===== config.mk =====
export PLATFORM = sky130hd
export DESIGN_NAME = FetchFrontEnd
export DESIGN_NICKNAME = d
export VERILOG_FILES = /design/src/FetchTypes.sv /design/src/FetchFrontEnd.sv /design/src/FetchLane.sv /design/src/FetchPacker.sv /design/src/NextPcStage.sv
export SDC_FILE = /design/constraint.sdc
export NUM_CORES = 2
export LEC_CHECK = 0
export BUFFER_PORTS_ARGS = -buffer_cell sky130_fd_sc_hd__buf_4
export CORE_UTILIZATION = 30
export CTS_CLUSTER_DIAMETER = 150
export DETAILED_ROUTE_END_ITERATION = 12
export SKIP_LAST_GASP = 1
export SYNTH_ARGS = -nofsm -noshare
export SYNTH_HDL_FRONTEND = slang
export SYNTH_HIERARCHICAL = 1
export SYNTH_SLANG_ARGS = --single-unit

===== constraint.sdc =====
create_clock -name clk -period 16 [get_ports clk]
set_clock_uncertainty 0.2 [all_clocks]
set_input_delay 3.2 -clock clk [delete_from_list [all_inputs] [get_ports clk]]
set_output_delay 3.2 -clock clk [all_outputs]
set_load 0.02 [all_outputs]

===== src/FetchTypes.sv =====
/*
 * Shared types of the fetch front end: addresses, instruction slots,
 * lane outputs, branch predictions, redirects and BTB training writes.
 * Modules refer to these by scoped name.
 */

package FetchTypes;

    // Byte address of an instruction
    typedef logic [31:0] PcPath;

    // Size of one instruction in bytes
    localparam int InsnBytes = 4;

    // Serial number given to every fetched slot
    typedef logic [15:0] SerialId;

    // One instruction slot in flight
    typedef struct packed {
        logic    valid;
        PcPath   pc;
        SerialId sid;
    } FetchSlot;

    // Registered output of one fetch lane with its BTB lookup result
    typedef struct packed {
        FetchSlot slot;
        logic     btbHit;
        logic     predTaken;
        PcPath    target;
    } LaneView;

    // Packer feedback that steers the next fetch group
    typedef struct packed {
        logic  redirect;
        PcPath target;
    } BranchPrediction;

    // Recovery or interrupt request, a one-cycle strobe
    typedef struct packed {
        logic  valid;
        PcPath pc;
    } Redirect;

    // Training write from the back end
    typedef struct packed {
        logic  valid;
        PcPath pc;
        PcPath target;
        logic  taken;
    } BtbTrain;

endpackage


===== src/FetchFrontEnd.sv =====
/*
 * Top level of the fetch front end. Connects the next-PC stage, one
 * fetch lane per slot and the packer. Parameters set here are passed
 * down to every block.
 */

module FetchFrontEnd #(
    parameter int fetchWidth = 4,
    parameter int btbEntries = 16,
    parameter int lineBytes = 32,
    parameter FetchTypes::PcPath resetPc = 32'h1000
) (
    input  logic                 clk,
    input  logic                 rst,
    input  logic                 stall,
    input  FetchTypes::Redirect  recover,
    input  FetchTypes::Redirect  interrupt,
    input  FetchTypes::BtbTrain  train,
    output FetchTypes::PcPath    fetchAddr,
    output FetchTypes::FetchSlot packet [fetchWidth]
);

    FetchTypes::FetchSlot group [fetchWidth];
    FetchTypes::LaneView views [fetchWidth];
    FetchTypes::BranchPrediction prediction;
    logic flush;

    NextPcStage #(
        .fetchWidth(fetchWidth),
        .lineBytes(lineBytes),
        .resetPc(resetPc)
    ) NextPcStage_inst (
        .clk(clk),
        .rst(rst),
        .stall(stall),
        .recover(recover),
        .interrupt(interrupt),
        .prediction(prediction),
        .group(group),
        .fetchAddr(fetchAddr),
        .flush(flush)
    );

    // Training is broadcast, each lane picks its own word offset
    for (genvar i = 0; i < fetchWidth; i++) begin : laneGen
        FetchLane #(
            .laneIndex(i),
            .fetchWidth(fetchWidth),
            .btbEntries(btbEntries)
        ) FetchLane_inst (
            .clk(clk),
            .rst(rst),
            .stall(stall),
            .flush(flush),
            .slotIn(group[i]),
            .train(train),
            .view(views[i])
        );
    end

    FetchPacker #(
        .fetchWidth(fetchWidth)
    ) FetchPacker_inst (
        .views(views),
        .packet(packet),
        .prediction(prediction)
    );

endmodule


===== src/FetchLane.sv =====
/*
 * One fetch lane. Registers its slot of the fetch group together with
 * a lookup in its own bank of the direct-mapped BTB. The bank learns
 * only branches whose word offset in the group equals the lane index.
 */

module FetchLane #(
    parameter int laneIndex = 0,
    parameter int fetchWidth = 4,
    parameter int btbEntries = 16
) (
    input  logic                 clk,
    input  logic                 rst,
    input  logic                 stall,
    input  logic                 flush,
    input  FetchTypes::FetchSlot slotIn,
    input  FetchTypes::BtbTrain  train,
    output FetchTypes::LaneView  view
);

    localparam int pcBits = $bits(FetchTypes::PcPath);
    localparam int wordBits = $clog2(FetchTypes::InsnBytes);
    localparam int laneBits = $clog2(fetchWidth);
    localparam int offsetBits = wordBits + laneBits;
    localparam int indexBits = $clog2(btbEntries);
    localparam int tagBits = pcBits - offsetBits - indexBits;
    localparam logic [laneBits-1:0] laneId = laneBits'(laneIndex);

    logic [tagBits-1:0] tagMem [btbEntries];
    FetchTypes::PcPath targetMem [btbEntries];
    logic [btbEntries-1:0] takenBits;
    logic [btbEntries-1:0] entryValid;

    logic [indexBits-1:0] readIndex;
    logic [indexBits-1:0] writeIndex;
    logic bankWrite;
    logic lookupHit;

    assign readIndex = slotIn.pc[offsetBits +: indexBits];
    assign writeIndex = train.pc[offsetBits +: indexBits];
    assign bankWrite = train.valid && train.pc[offsetBits-1:wordBits] == laneId;

    // A slot at another word offset never matches this bank
    assign lookupHit = entryValid[readIndex]
        && tagMem[readIndex] == slotIn.pc[pcBits-1 -: tagBits]
        && slotIn.pc[offsetBits-1:wordBits] == laneId;

    always_ff @(posedge clk) begin
        if (rst) begin
            entryValid <= '0;
        end
        else if (bankWrite) begin
            entryValid[writeIndex] <= 1'b1;
        end
    end

    always_ff @(posedge clk) begin
        if (bankWrite) begin
            tagMem[writeIndex] <= train.pc[pcBits-1 -: tagBits];
            targetMem[writeIndex] <= train.target;
            takenBits[writeIndex] <= train.taken;
        end
    end

    // Flush wins over stall so recovery acts at once
    always_ff @(posedge clk) begin
        if (rst || flush) begin
            view.slot.valid <= 1'b0;
        end
        else if (!stall) begin
            view.slot <= slotIn;
            view.btbHit <= lookupHit;
            view.predTaken <= takenBits[readIndex];
            view.target <= targetMem[readIndex];
        end
    end

endmodule


===== src/FetchPacker.sv =====
/*
 * Packer for the fetch lanes. Cuts the group after the first valid
 * slot that hits in the BTB and is predicted taken, and sends that
 * target back to the next-PC stage.
 */

module FetchPacker #(
    parameter int fetchWidth = 4
) (
    input  FetchTypes::LaneView         views [fetchWidth],
    output FetchTypes::FetchSlot        packet [fetchWidth],
    output FetchTypes::BranchPrediction prediction
);

    logic [fetchWidth-1:0] takenMask;

    // Lanes holding a live predicted-taken branch
    always_comb begin
        for (int i = 0; i < fetchWidth; i++) begin
            takenMask[i] = views[i].slot.valid && views[i].btbHit && views[i].predTaken;
        end
    end

    // Lowest taken lane wins, later lanes are off the predicted path
    always_comb begin
        logic cut;

        cut = 1'b0;
        prediction.redirect = 1'b0;
        prediction.target = '0;
        for (int i = 0; i < fetchWidth; i++) begin
            packet[i] = views[i].slot;
            if (cut) begin
                packet[i].valid = 1'b0;
            end
            else if (takenMask[i]) begin
                cut = 1'b1;
                prediction.redirect = 1'b1;
                prediction.target = views[i].target;
            end
        end
    end

endmodule


===== src/NextPcStage.sv =====
/*
 * Next-PC stage. Picks the base address of the next fetch group from
 * recovery, the packer prediction or the PC register, splits the group
 * at the cache line boundary and numbers every slot with a serial id.
 */

module NextPcStage #(
    parameter int fetchWidth = 4,
    parameter int lineBytes = 32,
    parameter FetchTypes::PcPath resetPc = 32'h1000
) (
    input  logic                        clk,
    input  logic                        rst,
    input  logic                        stall,
    input  FetchTypes::Redirect         recover,
    input  FetchTypes::Redirect         interrupt,
    input  FetchTypes::BranchPrediction prediction,
    output FetchTypes::FetchSlot        group [fetchWidth],
    output FetchTypes::PcPath           fetchAddr,
    output logic                        flush
);

    localparam int pcBits = $bits(FetchTypes::PcPath);
    localparam int lineBits = $clog2(lineBytes);
    localparam int countBits = $clog2(fetchWidth) + 1;

    FetchTypes::PcPath pcReg;
    FetchTypes::PcPath base;
    FetchTypes::SerialId sidReg;
    logic [countBits-1:0] validCount;
    logic loadSequential;

    // Base priority: recovery, then a taken prediction, then the PC register
    always_comb begin
        if (recover.valid) begin
            base = recover.pc;
        end
        else if (prediction.redirect && !stall) begin
            base = prediction.target;
        end
        else begin
            base = pcReg;
        end
    end

    // Slots run from the base and stop at the end of its cache line
    always_comb begin
        FetchTypes::PcPath slotPc;
        logic sameLine;

        validCount = '0;
        for (int i = 0; i < fetchWidth; i++) begin
            slotPc = base + FetchTypes::PcPath'(i * FetchTypes::InsnBytes);
            sameLine = slotPc[pcBits-1:lineBits] == base[pcBits-1:lineBits];
            group[i].pc = slotPc;
            group[i].sid = sidReg + FetchTypes::SerialId'(i);
            group[i].valid = sameLine && !recover.valid && !interrupt.valid;
            if (group[i].valid) begin
                validCount = validCount + countBits'(1);
            end
        end
    end

    // Recovery and interrupt still move the PC while stalled
    assign loadSequential = !interrupt.valid && (recover.valid || !stall);

    always_ff @(posedge clk) begin
        if (rst) begin
            pcReg <= resetPc;
            sidReg <= FetchTypes::SerialId'(1);
        end
        else if (interrupt.valid) begin
            // Interrupt address bypasses the base mux
            pcReg <= interrupt.pc;
        end
        else if (loadSequential) begin
            pcReg <= base + FetchTypes::PcPath'(validCount * FetchTypes::InsnBytes);
            sidReg <= sidReg + FetchTypes::SerialId'(validCount);
        end
    end

    // Stands in for the instruction cache request
    assign fetchAddr = base;

    // Lanes drop their contents even when stalled
    assign flush = recover.valid || interrupt.valid;

endmodule


==> tab_implementation.tex <==
\begin{tabular}{lr}
\hline
Metric & Value \\
\hline
\multicolumn{2}{l}{\textbf{Status}} \\
Run status & complete, but fails checks \\
Violated checks & DRC, capacitance limit, slew limit \\
\multicolumn{2}{l}{\textbf{Logic synthesis}} \\
Post-Syn Area per Cell & around 21 um\^{}2 \\
Sequential area share after synthesis & 75.39\% \\
Netlist Area Pre-Place & about 160000 um\^{}2 \\
Commonest register cell after synthesis & sky130\_fd\_sc\_hd\_\_edfxtp\_1 \\
Main area contributors after synthesis & sky130\_fd\_sc\_hd\_\_edfxtp\_1 74\%, sky130\_fd\_sc\_hd\_\_mux4\_2 14\%, sky130\_fd\_sc\_hd\_\_dfxtp\_1 1.4\% \\
Asr flop ratio synth & 0\% \\
Post-synth EDFFs & slightly below 4k \\
Number of distinct library cells after synthesis & roughly 90 \\
Library cell with the largest summed area after synthesis & sky130\_fd\_sc\_hd\_\_edfxtp\_1 \\
Gate count of the mapped netlist & around 7.5k \\
Area share of the largest cell type after synthesis & around three quarters \\
Synthesis-stage register bit count & between 4k and 5k \\
Number of warnings issued by yosys & 6 \\
Synthesized net count & 7698 \\
\multicolumn{2}{l}{\textbf{Worst setup path}} \\
Largest fanout on the critical path & 20 \\
Worst setup slack for register-to-register paths & 5.96 ns \\
Category of the most critical setup path & reg2reg \\
Endpoint type of the worst setup path & flip-flop \\
Startpoint type of the worst setup path & flip-flop \\
Data arrival, critical path & $\sim$11 ns \\
Data required time of the critical path & between 15 and 20 ns \\
\multicolumn{2}{l}{\textbf{Placed design}} \\
DP Wirelength & around 280000 um \\
Routability-driven placement congestion ratio & $\sim$0.9 \\
IO buf count & 360 \\
Placed inst area & around 170000 um\^{}2 \\
\multicolumn{2}{l}{\textbf{Finish}} \\
Number of nets in the layout & around 8.1k \\
Commonest cells after routing, fill and taps aside & 3976 x sky130\_fd\_sc\_hd\_\_edfxtp\_1, 988 x sky130\_fd\_sc\_hd\_\_mux4\_2, 599 x sky130\_fd\_sc\_hd\_\_buf\_4 \\
Final Instance Area & about 190000 um\^{}2 \\
Share of layout cells above drive strength 1 & 28.39\% \\
Relative area change from synthesis to final layout & 14.85\% \\
Most frequent standard cell in the layout excluding fill and tap cells & sky130\_fd\_sc\_hd\_\_edfxtp\_1 \\
Filler Cell Count & 49.21k \\
\multicolumn{2}{l}{\textbf{Timing}} \\
Final period util & a little over three fifths \\
RSZ-0062 raised after global routing & no \\
Total Negative Setup Slacks & 0 ns \\
Final setup violation count & 0 \\
Number of hold violations in the final report & 0 \\
Time the final worst path needs with I/O delays and setup & approximately 10 ns \\
Measured slew at the worst slew-check pin & about 1.6 ns \\
Worst slew slack as a fraction of its limit & -9.955\% \\
Pins over their slew limit & 4 \\
Maximum achievable frequency & around 0.10 GHz \\
Final worst hold slack & 0.2697 ns \\
\multicolumn{2}{l}{\textbf{CTS}} \\
Maximum clock path buffer count & 4 \\
Clock transition at the registers of the reported paths & roughly 0.06 ns \\
Post-CTS setup buffer count & 0 \\
Clock insertion delay at the later pin of the skew report & between 1 and 1.5 ns \\
Total number of clock tree sinks & 4092 \\
Cell at the root of the clock tree & sky130\_fd\_sc\_hd\_\_clkbuf\_16 \\
Total of hold buffers inserted after clock tree synthesis & 0 \\
Deepest level of the CTS H-tree & 5 \\
Number of buffers created by CTS & roughly 400 \\
Total of cells resized after clock tree synthesis & 0 \\
CTS tree & yes \\
\multicolumn{2}{l}{\textbf{Floorplan}} \\
I/O pin total & between 300 and 400 \\
X dimension of the die & 735.6 um \\
Die height & about 740 um \\
Number of rows created at floorplan & approximately 270 \\
Initial core utilization & between 30\% and 40\% \\
Area enclosed by the die boundary & approximately 540000 um\^{}2 \\
Core Box Area & 536200 um\^{}2 \\
\multicolumn{2}{l}{\textbf{Routing}} \\
Number of optimization iterations in the first detailed-route pass & 13 \\
Drt via density & 5.216 \\
Remaining number of nets flagged by the antenna check after routing & 0 \\
Total detailed-routing wirelength & between 400000 and 500000 um \\
Drt drc & between 300 and 400 \\
Wirelength per Cell & 30.68 um \\
Vias & around 81k \\
Detailed router's first-iteration violation count & between 10k and 15k \\
\multicolumn{2}{l}{\textbf{Power}} \\
Max rail drop VDD & around 0.00011 V \\
Static leakage power & $\sim$58 nW \\
Pwr/cell area & 129.5 nW/um\^{}2 \\
\multicolumn{2}{l}{\textbf{GRT}} \\
Number of global-route vias before repair & 81.44k \\
Overall Global Routing Usage & roughly 17\% \\
Antenna violations before repair & 55 \\
Wire length of the first global-routing pass & around 650000 um \\
Largest net degree at the start of global routing & roughly 140 \\
Remaining global-route overflow & 0 \\
\multicolumn{2}{l}{\textbf{Min path}} \\
Min-delay worst type & reg2reg \\
\multicolumn{2}{l}{\textbf{Flow run}} \\
Count of max-cap constraint violations & 1 \\
\hline
\end{tabular}
[registers in the layout (all words and copies together), names as in the netlist]
signal and count:
NextPcStage_inst/pcReg 32, NextPcStage_inst/sidReg 16, laneGen.FetchLane_inst/entryValid 64, laneGen.FetchLane_inst/tagMem 1536, laneGen.FetchLane_inst/takenBits 64, laneGen.FetchLane_inst/targetMem 2048
laneGen.FetchLane_inst/view 332
[per-stage QoR]
stage               std cells  setup WS, ns  total power [mW]  util [%]
global route            15456         5.990             24.67     34.57
floorplan                7545         5.158             13.85         -
CTS                     15449         6.350             24.19     34.57
detailed placement      14714         5.456             14.68     32.09
finish                  15478         5.958             24.02     34.58
global placement        14714         5.493             14.64     32.09
[area by class of cell]
type | instances | area (um^2) | area share, %
multi-input cells | 2766 | 36380 | 19.62
clock inverters | 255 | 2853 | 1.539
diodes | 29 | 72.57 | 0.03914
repair buffers | 608 | 4677 | 2.522
clock buffers | 480 | 10470 | 5.645
inverters | 67 | 266.5 | 0.1437
flip-flops and latches | 4092 | 121700 | 65.64
well taps | 7181 | 8985 | 4.846
[layer usage]
layer	GRT usage, %	vias to the layer above	part of all wire [%]
li1	-	31942	-
met1	22.00	43559	38
met2	27.97	4326	48
met3	3.770	885	9.3
met4	6.181	20	3.9
met5	0.2205	-	0.061
[worst paths after layout]
path	from	end	cells past startpoint
worst max-delay path	laneGen[1].FetchLane_inst/view[82]	laneGen[2].FetchLane_inst/view[33]	18
worst min-delay path	NextPcStage_inst/pcReg[7]	NextPcStage_inst/pcReg[7]	2
worst max register to register	laneGen[1].FetchLane_inst/view[82]	laneGen[2].FetchLane_inst/view[33]	18
worst min register to register	NextPcStage_inst/pcReg[7]	NextPcStage_inst/pcReg[7]	2
[critical path: stages, from the launching register on]
cell,delay [ns]
sky130_fd_sc_hd__dfxtp_1,0.47
sky130_fd_sc_hd__and3_2,0.53
sky130_fd_sc_hd__nor2b_4,0.23
sky130_fd_sc_hd__buf_4,0.26
sky130_fd_sc_hd__buf_4,0.45
sky130_fd_sc_hd__a221oi_1,0.27
sky130_fd_sc_hd__o21ai_1,0.86
sky130_fd_sc_hd__nor4bb_1,1.16
sky130_fd_sc_hd__a311o_2,0.81
sky130_fd_sc_hd__nand4_1,0.37
sky130_fd_sc_hd__nor4_1,1.37
sky130_fd_sc_hd__nand2_1,0.20
sky130_fd_sc_hd__xnor2_1,0.96
sky130_fd_sc_hd__xnor2_1,0.20
sky130_fd_sc_hd__nor2_1,0.07
sky130_fd_sc_hd__a2111oi_2,0.20
sky130_fd_sc_hd__o211ai_1,0.16
sky130_fd_sc_hd__or4_1,0.59
sky130_fd_sc_hd__a2111oi_2,0.38
[cells in the mapped netlist, types with 11 or more instances]
master and n:
sky130_fd_sc_hd__inv_1 64, sky130_fd_sc_hd__buf_1 52, sky130_fd_sc_hd__mux4_2 988, sky130_fd_sc_hd__nor2_1 346, sky130_fd_sc_hd__nand4_1 46, sky130_fd_sc_hd__a22o_1 18
sky130_fd_sc_hd__buf_2 106, sky130_fd_sc_hd__nor4bb_1 16, sky130_fd_sc_hd__nor4b_1 21, sky130_fd_sc_hd__buf_4 269, sky130_fd_sc_hd__a31oi_1 14, sky130_fd_sc_hd__nand2b_1 27
sky130_fd_sc_hd__edfxtp_1 3976, sky130_fd_sc_hd__a21oi_1 37, sky130_fd_sc_hd__nand2_1 160, sky130_fd_sc_hd__clkbuf_1 152, sky130_fd_sc_hd__mux2_2 21, sky130_fd_sc_hd__or3_1 11
sky130_fd_sc_hd__mux2i_1 142, sky130_fd_sc_hd__dfxtp_1 116, sky130_fd_sc_hd__buf_6 31, sky130_fd_sc_hd__and2_1 25, sky130_fd_sc_hd__o22ai_1 24, sky130_fd_sc_hd__a22oi_1 17
sky130_fd_sc_hd__xnor2_1 182, sky130_fd_sc_hd__a221oi_1 45, sky130_fd_sc_hd__xor2_1 101, sky130_fd_sc_hd__ha_1 16, sky130_fd_sc_hd__nor2b_1 23, sky130_fd_sc_hd__o211ai_1 12
sky130_fd_sc_hd__a311o_1 11, sky130_fd_sc_hd__nand3_1 49, sky130_fd_sc_hd__o221ai_1 13, sky130_fd_sc_hd__nor4_1 28, sky130_fd_sc_hd__o21ai_1 25, sky130_fd_sc_hd__nor3_1 65
sky130_fd_sc_hd__o21ai_0 41, sky130_fd_sc_hd__mux4_1 64
[cells by family (layout without fill, tap and decap cells)]
logic type / after synthesis / after routing / share of synthesized area [%]
mux: 1219 / 1219 / 15.91
simple gates: 885 / 885 / 2.729
xor+xnor: 283 / 283 / 1.535
flops: 4092 / 4092 / 75.39
other cells: 0 / 29 / 0
compound gates: 361 / 361 / 1.762
buf+inv: 687 / 1410 / 2.526
fa+ha+maj: 18 / 18 / 0.1488
[report_power, final]
group / switching (mW) / leakage (nW) / internal, mW / total, mW
logic: 1.43 / 14.2 / 1.09 / 2.52
clock network: 4.12 / 6.46 / 5.46 / 9.58
registers: 0.0385 / 36.8 / 11.9 / 11.9
total: 5.58 / 57.5 / 18.4 / 24.0
No activity file was read; power rests on OpenSTA's default activity.
